## config.mk

```make
export PLATFORM = sky130hd
export DESIGN_NAME = datapathTop
export DESIGN_NICKNAME = d
export VERILOG_FILES = /design/src/source/isaPkg.sv /design/src/source/pipePkg.sv /design/src/source/instrDecoder.sv /design/src/source/microOpQueue.sv /design/src/source/execDatapath.sv /design/src/source/datapathTop.sv
export VERILOG_INCLUDE_DIRS = /design/src /design/src/source
export SDC_FILE = /design/constraint.sdc
export NUM_CORES = 2
export LEC_CHECK = 0
export ABC_AREA = 1
export BUFFER_PORTS_ARGS = -buffer_cell sky130_fd_sc_hd__buf_4
export CAP_MARGIN = 20
export CORE_MARGIN = 3
export CORE_UTILIZATION = 35
export CTS_CLUSTER_DIAMETER = 100
export DETAILED_ROUTE_END_ITERATION = 10
export PLACE_DENSITY_LB_ADDON = 0.2
export SLEW_MARGIN = 20
export SYNTH_ARGS = -nofsm -noshare
export SYNTH_HDL_FRONTEND = slang
export SYNTH_SLANG_ARGS = --single-unit
```

## constraint.sdc

```tcl
create_clock -name Clock -period 7.6 [get_ports Clock]
set_input_delay 0.38 -clock Clock [delete_from_list [all_inputs] [get_ports Clock]]
set_output_delay 0.38 -clock Clock [all_outputs]
set_load 0.02 [all_outputs]
```

## src/source/datapath_config.svh

```systemverilog
`ifndef DATAPATH_CONFIG_SVH
`define DATAPATH_CONFIG_SVH

// Register and bus width
`define DATA_WIDTH 32

// General register file
`define REG_COUNT 16
`define REG_INDEX_WIDTH 4

// Instruction word fields
`define OPCODE_WIDTH 5
`define IMM_WIDTH 19

// Shift amount taken from the low bits of rc
`define SHAMT_WIDTH 5

// Queue entries, also the initial credits of the source
`define QUEUE_DEPTH 4
`define QUEUE_PTR_WIDTH 2

// Credit and occupancy counters, must hold QUEUE_DEPTH
`define CREDIT_WIDTH 3

`endif

```

## src/source/isaPkg.sv

```systemverilog
`include "datapath_config.svh"

package isaPkg;

        typedef enum logic [`OPCODE_WIDTH-1:0] {
                OP_LDI = 5'b00001,
                OP_ADD = 5'b00011,
                OP_SUB = 5'b00100,
                OP_AND = 5'b00101,
                OP_OR  = 5'b00110,
                OP_SHR = 5'b00111,
                OP_SHL = 5'b01001,
                OP_NOT = 5'b10010
        } opcode_t;

        // Immediate is {rc, immLow}
        typedef struct packed {
                opcode_t                                opcode; // Bits 31-27
                logic [`REG_INDEX_WIDTH-1:0]            ra;     // Destination
                logic [`REG_INDEX_WIDTH-1:0]            rb;     // First source
                logic [`REG_INDEX_WIDTH-1:0]            rc;     // Second source
                logic [`IMM_WIDTH-`REG_INDEX_WIDTH-1:0] immLow;
        } instrFields_t;

        function automatic logic isLegalOpcode(logic [`OPCODE_WIDTH-1:0] code);
                logic legal;
                case (code)
                        OP_LDI, OP_ADD, OP_SUB, OP_AND,
                        OP_OR, OP_SHR, OP_SHL, OP_NOT: legal = 1'b1;
                        default: legal = 1'b0;
                endcase
                return legal;
        endfunction

endpackage

```

## src/source/pipePkg.sv

```systemverilog
`include "datapath_config.svh"

package pipePkg;

        import isaPkg::*;

        // Queue payload
        typedef struct packed {
                opcode_t                     opcode;
                logic                        illegal; // Code outside opcode_t
                logic [`REG_INDEX_WIDTH-1:0] ra;
                logic [`REG_INDEX_WIDTH-1:0] rb;
                logic [`REG_INDEX_WIDTH-1:0] rc;
                logic [`DATA_WIDTH-1:0]      imm;     // Already extended
        } microOp_t;

        typedef struct packed {
                logic [`REG_INDEX_WIDTH-1:0] regIndex;
                logic [`DATA_WIDTH-1:0]      value;
        } writeBack_t;

        // Execution steps, one per cycle
        typedef enum logic [1:0] {
                STEP_IDLE,
                STEP_LOADY,
                STEP_ALUZ,
                STEP_WRITE
        } execState_t;

endpackage

```

## src/source/instrDecoder.sv

```systemverilog
`timescale 1ns/10ps

`include "datapath_config.svh"

module instrDecoder
        import isaPkg::*;
        import pipePkg::*;
(
        input  logic                   Clock,
        input  logic                   rstN,
        input  logic                   instrValid,
        input  logic [`DATA_WIDTH-1:0] instrWord,
        output logic                   pushValid,
        output microOp_t               pushOp
);

        instrFields_t fields;
        microOp_t     decodedOp;

        assign fields = instrFields_t'(instrWord);

        always_comb begin
                decodedOp.opcode  = fields.opcode;
                decodedOp.illegal = !isLegalOpcode(fields.opcode);
                decodedOp.ra      = fields.ra;
                decodedOp.rb      = fields.rb;
                decodedOp.rc      = fields.rc;
                // Zero-extended immediate
                decodedOp.imm     = {{(`DATA_WIDTH-`IMM_WIDTH){1'b0}}, fields.rc, fields.immLow};
        end

        // One cycle in the decoder register
        always_ff @(posedge Clock or negedge rstN) begin
                if (!rstN) begin
                        pushValid <= 1'b0;
                end else begin
                        pushValid <= instrValid;
                end
        end

        always_ff @(posedge Clock) begin
                if (instrValid) begin
                        pushOp <= decodedOp;
                end
        end

endmodule

```

## src/source/microOpQueue.sv

```systemverilog
`timescale 1ns/10ps

`include "datapath_config.svh"

module microOpQueue
        import pipePkg::*;
(
        input  logic     Clock,
        input  logic     rstN,
        input  logic     pushValid,
        input  microOp_t pushOp,
        input  logic     pop,
        output logic     headValid,
        output microOp_t head,
        output logic     creditReturn
);

        microOp_t                    mem [`QUEUE_DEPTH];
        logic [`QUEUE_PTR_WIDTH-1:0] wrPtr;
        logic [`QUEUE_PTR_WIDTH-1:0] rdPtr;
        logic [`CREDIT_WIDTH-1:0]    count; // Occupancy
        logic                        popFire;

        function automatic logic [`QUEUE_PTR_WIDTH-1:0] nextPtr(
                logic [`QUEUE_PTR_WIDTH-1:0] ptr
        );
                logic [`QUEUE_PTR_WIDTH-1:0] result;
                if (ptr == (`QUEUE_PTR_WIDTH)'(`QUEUE_DEPTH - 1)) begin
                        result = '0;
                end else begin
                        result = ptr + 1'b1;
                end
                return result;
        endfunction

        assign headValid = (count != '0);
        assign head      = mem[rdPtr];
        assign popFire   = pop && headValid;

        // Credits guarantee room, so every push lands
        always_ff @(posedge Clock) begin
                if (pushValid) begin
                        mem[wrPtr] <= pushOp;
                end
        end

        always_ff @(posedge Clock or negedge rstN) begin
                if (!rstN) begin
                        wrPtr        <= '0;
                        rdPtr        <= '0;
                        count        <= '0;
                        creditReturn <= 1'b0;
                end else begin
                        creditReturn <= popFire; // One credit per pop
                        if (pushValid) begin
                                wrPtr <= nextPtr(wrPtr);
                        end
                        if (popFire) begin
                                rdPtr <= nextPtr(rdPtr);
                        end
                        case ({pushValid, popFire})
                                2'b10:   count <= count + 1'b1;
                                2'b01:   count <= count - 1'b1;
                                default: count <= count;
                        endcase
                end
        end

endmodule

```

## src/source/execDatapath.sv

```systemverilog
`timescale 1ns/10ps

`include "datapath_config.svh"

module execDatapath
        import isaPkg::*;
        import pipePkg::*;
(
        input  logic       Clock,
        input  logic       rstN,
        input  logic       headValid,
        input  microOp_t   head,
        output logic       pop,
        output logic       wbValid,
        output writeBack_t wbData,
        output logic       illegalOp
);

        logic [`DATA_WIDTH-1:0]      regFile [`REG_COUNT];
        logic [`DATA_WIDTH-1:0]      yReg;
        logic [`DATA_WIDTH-1:0]      zReg;
        logic [`DATA_WIDTH-1:0]      busData;
        logic [`DATA_WIDTH-1:0]      aluResult;
        logic [`REG_INDEX_WIDTH-1:0] busSel;
        logic [`SHAMT_WIDTH-1:0]     shamt;
        microOp_t                    curOp;
        execState_t                  state;
        execState_t                  nextState;

        assign pop       = (state == STEP_IDLE) && headValid;
        assign illegalOp = pop && head.illegal; // Dropped in the pop cycle
        assign wbValid   = (state == STEP_WRITE);

        assign wbData.regIndex = curOp.ra;
        assign wbData.value    = zReg;

        // Operand bus, one source per step
        always_comb begin
                busSel = (state == STEP_LOADY) ? curOp.rb : curOp.rc;
                if (state == STEP_WRITE) begin
                        busData = zReg; // Z drives the bus on write
                end else begin
                        busData = regFile[busSel];
                end
        end

        assign shamt = busData[`SHAMT_WIDTH-1:0];

        always_comb begin
                case (curOp.opcode)
                        OP_ADD:  aluResult = yReg + busData;
                        OP_SUB:  aluResult = yReg - busData;
                        OP_AND:  aluResult = yReg & busData;
                        OP_OR:   aluResult = yReg | busData;
                        OP_SHL:  aluResult = yReg << shamt;
                        OP_SHR:  aluResult = yReg >> shamt;
                        OP_NOT:  aluResult = ~yReg;
                        default: aluResult = yReg;
                endcase
        end

        always_comb begin
                nextState = state;
                case (state)
                        STEP_IDLE: begin
                                if (pop && !head.illegal) begin
                                        if (head.opcode == OP_LDI) begin
                                                nextState = STEP_WRITE; // Skip Y and ALU
                                        end else begin
                                                nextState = STEP_LOADY;
                                        end
                                end
                        end
                        STEP_LOADY: nextState = STEP_ALUZ;
                        STEP_ALUZ:  nextState = STEP_WRITE;
                        STEP_WRITE: nextState = STEP_IDLE;
                        default:    nextState = STEP_IDLE;
                endcase
        end

        always_ff @(posedge Clock) begin
                if (pop) begin
                        curOp <= head;
                end
        end

        always_ff @(posedge Clock or negedge rstN) begin
                if (!rstN) begin
                        state <= STEP_IDLE;
                        yReg  <= '0;
                        zReg  <= '0;
                        for (int i = 0; i < `REG_COUNT; i++) begin
                                regFile[i] <= '0;
                        end
                end else begin
                        state <= nextState;
                        case (state)
                                STEP_IDLE: begin
                                        if (pop && !head.illegal && head.opcode == OP_LDI) begin
                                                zReg <= head.imm;
                                        end
                                end
                                STEP_LOADY: yReg <= busData;
                                STEP_ALUZ:  zReg <= aluResult;
                                STEP_WRITE: regFile[curOp.ra] <= busData;
                                default: ;
                        endcase
                end
        end

endmodule

```

## src/source/datapathTop.sv

```systemverilog
`timescale 1ns/10ps

`include "datapath_config.svh"

module datapathTop
        import pipePkg::*;
(
        input  logic                   Clock,
        input  logic                   rstN,
        input  logic                   instrValid,
        input  logic [`DATA_WIDTH-1:0] instrWord,
        output logic                   instrCredit,
        output logic                   wbValid,
        output writeBack_t             wbData,
        output logic                   illegalOp
);

        logic     pushValid;
        microOp_t pushOp;
        logic     headValid;
        microOp_t head;
        logic     pop;

        instrDecoder decoder (
                .Clock      (Clock),
                .rstN       (rstN),
                .instrValid (instrValid),
                .instrWord  (instrWord),
                .pushValid  (pushValid),
                .pushOp     (pushOp)
        );

        microOpQueue queue (
                .Clock        (Clock),
                .rstN         (rstN),
                .pushValid    (pushValid),
                .pushOp       (pushOp),
                .pop          (pop),
                .headValid    (headValid),
                .head         (head),
                .creditReturn (instrCredit) // Back to the source
        );

        execDatapath exec (
                .Clock     (Clock),
                .rstN      (rstN),
                .headValid (headValid),
                .head      (head),
                .pop       (pop),
                .wbValid   (wbValid),
                .wbData    (wbData),
                .illegalOp (illegalOp)
        );

endmodule

```

== Word-level counts from Yosys, hierarchy flattened ==
Memory sizes are Yosys's and may differ from the RTL's.
Cells that the tools add are included.

* Memories kept: 2
* Output and inout bits: 39
* ROM bits: 32
* Input port bits: 35
* RAM bits: 148
* Logic and storage cells: 101
* Bits in registers: 641

* Magnitude comparators: 3
* Shift operators: 2
* $add $sub $neg: 6
* Bitwise gates (word level): 5
* Equal/unequal tests: 17
* Reductions and logical operators: 13
* Multiplexer cells: 19

{| class="wikitable"
|+ Memory list
! name !! words !! bits a word !! read ports !! clocked after memory_dff !! write ports !! line !! text
|-
| queue.mem || 4 || 37 || 1 || 0 || 1 || microOpQueue.sv:18 || <nowiki>microOp_t mem [`QUEUE_DEPTH];</nowiki>
|-
| (no name shown) || 32 || 1 || 1 || 0 || 0 || isaPkg.sv:27 || <nowiki>case (code)</nowiki>
|}

{| class="wikitable"
|+ Operators with widths
! kind !! count
|-
| $bwmux W512 || 1
|-
| $pmux W32 S7 || 1
|-
| $mux W32 || 5
|-
| $bmux W32 S4 || 1
|-
| $demux W32 S4 || 1
|-
| $pmux W32 S2 || 1
|-
| $add A32 B32 Y32 || 1
|-
| $and A32 B32 Y32 || 1
|-
| $not A32 Y32 || 1
|-
| $or A32 B32 Y32 || 1
|-
| $shl A32 B5 Y32 || 1
|-
| $shr A32 B5 Y32 || 1
|-
| $sub A32 B32 Y32 || 1
|-
| $eq A5 B3 Y1 const B || 4
|-
| $eq A2 B2 Y1 const B || 5
|-
| $ge A5 B5 Y1 const B || 2
|-
| $not A4 Y5 || 2
|-
| $mux W2 || 4
|-
| $pmux W2 S4 || 1
|-
| $logic_and A1 B1 Y1 || 6
|-
| $pmux W3 S2 || 1
|-
| $eq A5 B1 Y1 const B || 1
|-
| $eq A5 B2 Y1 const B || 1
|-
| $eq A5 B4 Y1 const B || 1
|-
| 14 further kinds || 20
|}

== Longest topological paths before layout ==
* Depth in word-level cells: 10
* Mapped depth: 42
* Gate-level depth less buffers: 39

== Hierarchy ==
Synthesis repeated with hierarchy kept, for this count alone.

* Cells, all modules: 5755
* Area, all modules: 44939.4 um2

{| class="wikitable"
|+ Modules (own cells, without submodules)
! module !! instances !! area each (um2) !! cells each !! sequential area each (um2)
|-
| execDatapath || 1 || 35406.5 || 5053 || 14974.4
|-
| microOpQueue || 1 || 8346.8 || 641 || 6206.0
|-
| instrDecoder || 1 || 1186.1 || 61 || 1016.0
|}

== Least setup slack after synthesis ==
No wires, ideal clock.

* Path type: register -> register
* From: register exec.state[1]
* To: register exec.zReg[26]
* Required time: 7.483 ns
* Clock period less this slack: 5.094 ns
* Setup slack: 2.506 ns
* Library setup time: 0.117 ns
* Arrival: 4.977 ns
* Stages on the path, launching flop included: 38
* Path through: dfrtp_1 > inv_1 > ha_1 > buf_6 > nand2_1 > o21ai_2 > buf_6 > buf_4 > nand3_1 > nand3_1 > nand3_1 > nand2_1 > buf_4 > buf_2 > clkbuf_1 > buf_2 > ha_1 > nand3_1 > [... 2 more ...] > nor2_2 > inv_1 > o21ai_0 > xnor2_1 > ha_1 > nand2_1 > nor2_1 > and2_1 > nand4_1 > nand3_1 > a21o_1 > nand3_1 > nand2_1 > or2_2 > nand3_1 > nand3b_1 > nand2_1 > nand2_1

* Word-level cells in the longest chain between the ends: 10
* Elaborated cells on any way between the ends: 24
* Those cells by class: add/sub (2); eq/ne (4); shift (2); mux (7); bitwise (3); reduce/logical (6)

{| class="wikitable"
|+ RTL lines
! what !! line !! text
|-
| from (decl) || execDatapath.sv:27 || <nowiki>execState_t state;</nowiki>
|-
| from (signal assigned) || execDatapath.sv:96 || <nowiki>state <= nextState;</nowiki>
|-
| $eq A2 B1 Y1 || execDatapath.sv:39 || <nowiki>busSel = (state == STEP_LOADY) ? curOp.rb : curOp.rc;</nowiki>
|-
| $mux W4 || execDatapath.sv:39 ||
|-
| $not A4 Y5 (not written as such) || execDatapath.sv:43 || <nowiki>busData = regFile[busSel];</nowiki>
|-
| $bmux W32 S4 || execDatapath.sv:43 ||
|-
| $mux W32 (not written as such) (2 in series) || execDatapath.sv:43 ||
|-
| $mux W32 || execDatapath.sv:40 || <nowiki>if (state == STEP_WRITE) begin</nowiki>
|-
| $sub A32 B32 Y32 (tied with other cells) || execDatapath.sv:52 || <nowiki>OP_SUB: aluResult = yReg - busData;</nowiki>
|-
| $pmux W32 S7 || execDatapath.sv:50 || <nowiki>case (curOp.opcode)</nowiki>
|-
| $pmux W32 S2 || execDatapath.sv:97 || <nowiki>case (state)</nowiki>
|-
| to (signal assigned) || execDatapath.sv:100 || <nowiki>zReg <= head.imm;</nowiki>
|-
| to (signal assigned) || execDatapath.sv:104 || <nowiki>STEP_ALUZ: zReg <= aluResult;</nowiki>
|-
| to (decl) || execDatapath.sv:21 || <nowiki>logic [`DATA_WIDTH-1:0] zReg;</nowiki>
|}

Several ways; a longest one is shown, not always the timed one. The select of a mux whose other input is x is not followed.
A chain may end at the register's enable or synchronous reset.

== Worst setup path after layout ==
* From: register exec.state[1]
* To: register exec.zReg[31]

Same word-level chain as after synthesis.

==> results.sh <==
export IMPL_core_area_um2=117000
export IMPL_initialDrtViolationCount=4036
export IMPL_cp_end_kind="flop"
export IMPL_synth_yosys_seq_area_share_pct=48.4
export IMPL_status="finished clean"
export IMPL_rsz0062_at_grt="false"
export IMPL_path_class="flop to flop"
export IMPL_drive_gt1_share_pct=7.43
export IMPL_nNetsFinal=5478
export IMPL_synthCells=5491
export IMPL_ant_nets=0
export IMPL_die_h_um=351
export IMPL_startpoint_type="flop"
export IMPL_muxShareOfSynthArea_pct=0
export IMPL_grt_max_degree=141
export IMPL_hold_path_class="primary input to flop"
export IMPL_finClkSkew_ns=0.0411
export IMPL_dp_hpwl_um=88100
export IMPL_wl_per_cell_um=20.4
export IMPL_synth_avg_cell_area_um2=7.59
export IMPL_async_reset_ff_share_pct=76.3
export IMPL_fillers=12200
export IMPL_initial_utilization_pct=35.6
export IMPL_min_period_over_period_pct=85.0
export IMPL_setup_tns_ns=0
export IMPL_vias_per_cell=5.27
export IMPL_cp_slowest_cell="buf_4"
export IMPL_drt_pass1_iter_count=6
export IMPL_synth_compound_area_share_pct=12.6
export IMPL_synth_top_family_by_area="simple AND/OR/NAND/NOR gates"
export IMPL_maxSlewHeadroom_pct=28.3
export IMPL_ys_flop_type="dfrtp_1"
export IMPL_arrival_ns=7.03
export IMPL_yosysUniqueCellTypes=46
export IMPL_clk_latency_ns=0.69
export IMPL_cts_max_path_buffers=3
export IMPL_die_area_um2=123000
export IMPL_grt_ovfl_total=0
export IMPL_netlist_area_um2=41700
export IMPL_synthSimpleGateAreaFrac_pct=27.4
export IMPL_route_detailed_drc=0
export IMPL_grt_usage_pct=23.0
export IMPL_cts_made_buffers=87
export IMPL_cts_max_level=3
export IMPL_crit_path_frequent_cell="nand2_1"
export IMPL_synth_seq_cells=769
export IMPL_synthXorXnorAreaFrac_pct=0.778
export IMPL_synth_edf_count=182
export IMPL_area_growth_pct=12.0
export IMPL_hold_viol=0
export IMPL_required_ns=8.17
export IMPL_die_w_um=351
export IMPL_setup_viol_count_final=0
export IMPL_worst_slew_pin_slew_ns=1.07
export IMPL_routabilityCongestion=0.928
export IMPL_cts_sinks=769
export IMPL_finalCriticalPeriod_ns=6.46
export IMPL_cts_tree="done"
export IMPL_drv_slew=0
export IMPL_syn_num_nets=5574
export IMPL_wirelength_um=142000
export IMPL_row_count=125
export IMPL_antenna_found_initial=8
export IMPL_crit_path_max_fanout=95
export IMPL_via_count=36900
export IMPL_synth_warnings=0
export IMPL_io_pins=74
export IMPL_grt_pass1_vias=35000
export IMPL_drv_cap=0
export IMPL_clock_fmax_ghz=0.155
export IMPL_grt_pass1_wl_um=218000
export IMPL_port_buffers=73
export IMPL_cts_clk_slew_worst_paths_ns=0.06
export IMPL_cts_root_buf="clkbuf_16"
export IMPL_synth_fa_ha_area_share_pct=1.48
export IMPL_cpPeakStageDelay_ns=0.82
==> routing by layer <==
metal,global-route usage [%],share of wire (%),vias up
met4,7.24,3.2,4
met2,36.0,45,1239
met1,32.3,45,17600
met5,0,0.019,-
met3,4.24,7.2,237
li1,-,-,17700
==> through the flow <==
| step | utilization [%] | instances | setup slack (ns) | area (um2) | hold WS (ns) |
|---|---|---|---|---|---|
| final | 39.8 | 6994 | 1.14 | 46700 | 0.0980 |
| after global routing | 39.8 | 6992 | 0.514 | 46700 | 0.0817 |
| after CTS | 39.8 | 6991 | 1.18 | 46600 | 0.0682 |
| after detailed placement | 36.9 | 6796 | 1.22 | 43200 | 0.464 |
| after global placement | 36.9 | 6796 | 1.17 | 43200 | 0.458 |
| after floorplan | - | 5491 | 2.51 | 41700 | 0.0844 |
==> critical path: cells and delay by family, from the launching register on <==
| kind | cells | cell delay, ns |
|---|---|---|
| buffers and inverters | 5 | 1.30 |
| adder cells (fa/ha/maj) | 2 | 0.55 |
| flip-flops | 1 | 0.37 |
| AO/OA/AOI/OAI | 2 | 0.29 |
| AND/OR/NAND/NOR | 20 | 3.56 |
| XOR/XNOR | 1 | 0.18 |
==> cell usage after synthesis, types with 7 or more instances <==
library cell	n	share of area [%]
nand2_1	1551	14
nand3_1	809	9.7
o21ai_0	731	8.8
dfrtp_1	587	35
inv_1	550	5.0
clkbuf_1	222	2.0
nor2_1	212	1.9
edfxtp_1	182	13
a21oi_1	173	2.1
buf_2	104	1.2
ha_1	46	1.4
or2_2	39	0.59
buf_4	35	0.63
nand3b_1	27	0.49
xor2_1	24	0.50
o22ai_1	21	0.32
o211ai_1	18	0.32
xnor2_1	13	0.27
a211oi_1	12	0.22
buf_1	12	0.11
nand4_1	11	0.17
nor3_1	10	0.12
buf_6	9	0.24
inv_2	9	0.081
clkinv_1	8	0.072
o2111ai_1	8	0.17
a221oi_1	7	0.15
==> layout make-up <==
| class | instances | area, um2 | area share, % |
|---|---|---|---|
| clock inverter | 45 | 631 | 1.35 |
| inverter | 567 | 2130 | 4.56 |
| multi-input combinational | 3773 | 17700 | 38.0 |
| tap | 1524 | 1910 | 4.09 |
| clock buffer | 117 | 2450 | 5.25 |
| antenna | 2 | 5.00 | 0.0107 |
| sequential | 769 | 20200 | 43.2 |
| timing repair buffer | 197 | 1640 | 3.50 |
==> state kept, by name, indices dropped and copies added, names as in the netlist <==
name	flops
decoder.pushOp	33
decoder.pushValid	1
exec.curOp	13
exec.regFile	512
exec.state	2
exec.wbData	4
exec.yReg	32
exec.zReg	32
queue.count	3
queue.creditReturn	1
queue.mem	132
queue.rdPtr	2
queue.wrPtr	2
==> placed cells by master, fill, tap and decap left out, types with 15 or more instances in the layout <==
master         count
a21oi_1          173
buf_4            157
clkbuf_1          15
clkbuf_16         88
clkinv_2          19
dfrtp_1          586
dlygate4sd3_1     33
edfxtp_1         182
ha_1              46
inv_1            547
inv_2             18
nand2_1         1542
nand3_1          807
nand3b_1          27
nor2_1           212
o211ai_1          18
o21ai_0          731
o22ai_1           21
or2_2             39
xor2_1            24
==> cells by family (layout without fill, tap and decap cells) <==
kind of cell / count (synthesis) / in the layout
other: 0 / 2
adders and majority gates: 48 / 48
buffers and inverters: 949 / 926
xor gates and xnor gates: 37 / 37
AOI/OAI and AO/OA: 1003 / 1003
DFF: 769 / 769
and+or+nand+nor: 2685 / 2685
==> worst paths after layout <==
path	startpoint	to	slack, ns	cells past startpoint
min in group asynchronous	rstN	exec.regFile[471]	0.38	2
worst min-delay path	instrValid	decoder.pushValid	0.1	1
max in group asynchronous	rstN	exec.zReg[4]	5.65	3
worst min register to register	queue.count[0]	queue.count[0]	0.47	1
worst max register to register	exec.state[1]	exec.zReg[31]	1.14	30
worst max-delay path	exec.state[1]	exec.zReg[31]	1.14	30
==> repair_timing <==
| action | 4_1_cts | 5_1_grt |
|---|---|---|
| endpoints found under the hold margin | 138 | 0 |
| buffers inserted | 0 | 0 |
| hold buffers | 33 | 0 |
| gates resized for setup | 0 | 0 |
Power is not shown: default switching activity piles up to over one toggle a cycle in this logic, so the estimate is an artifact.
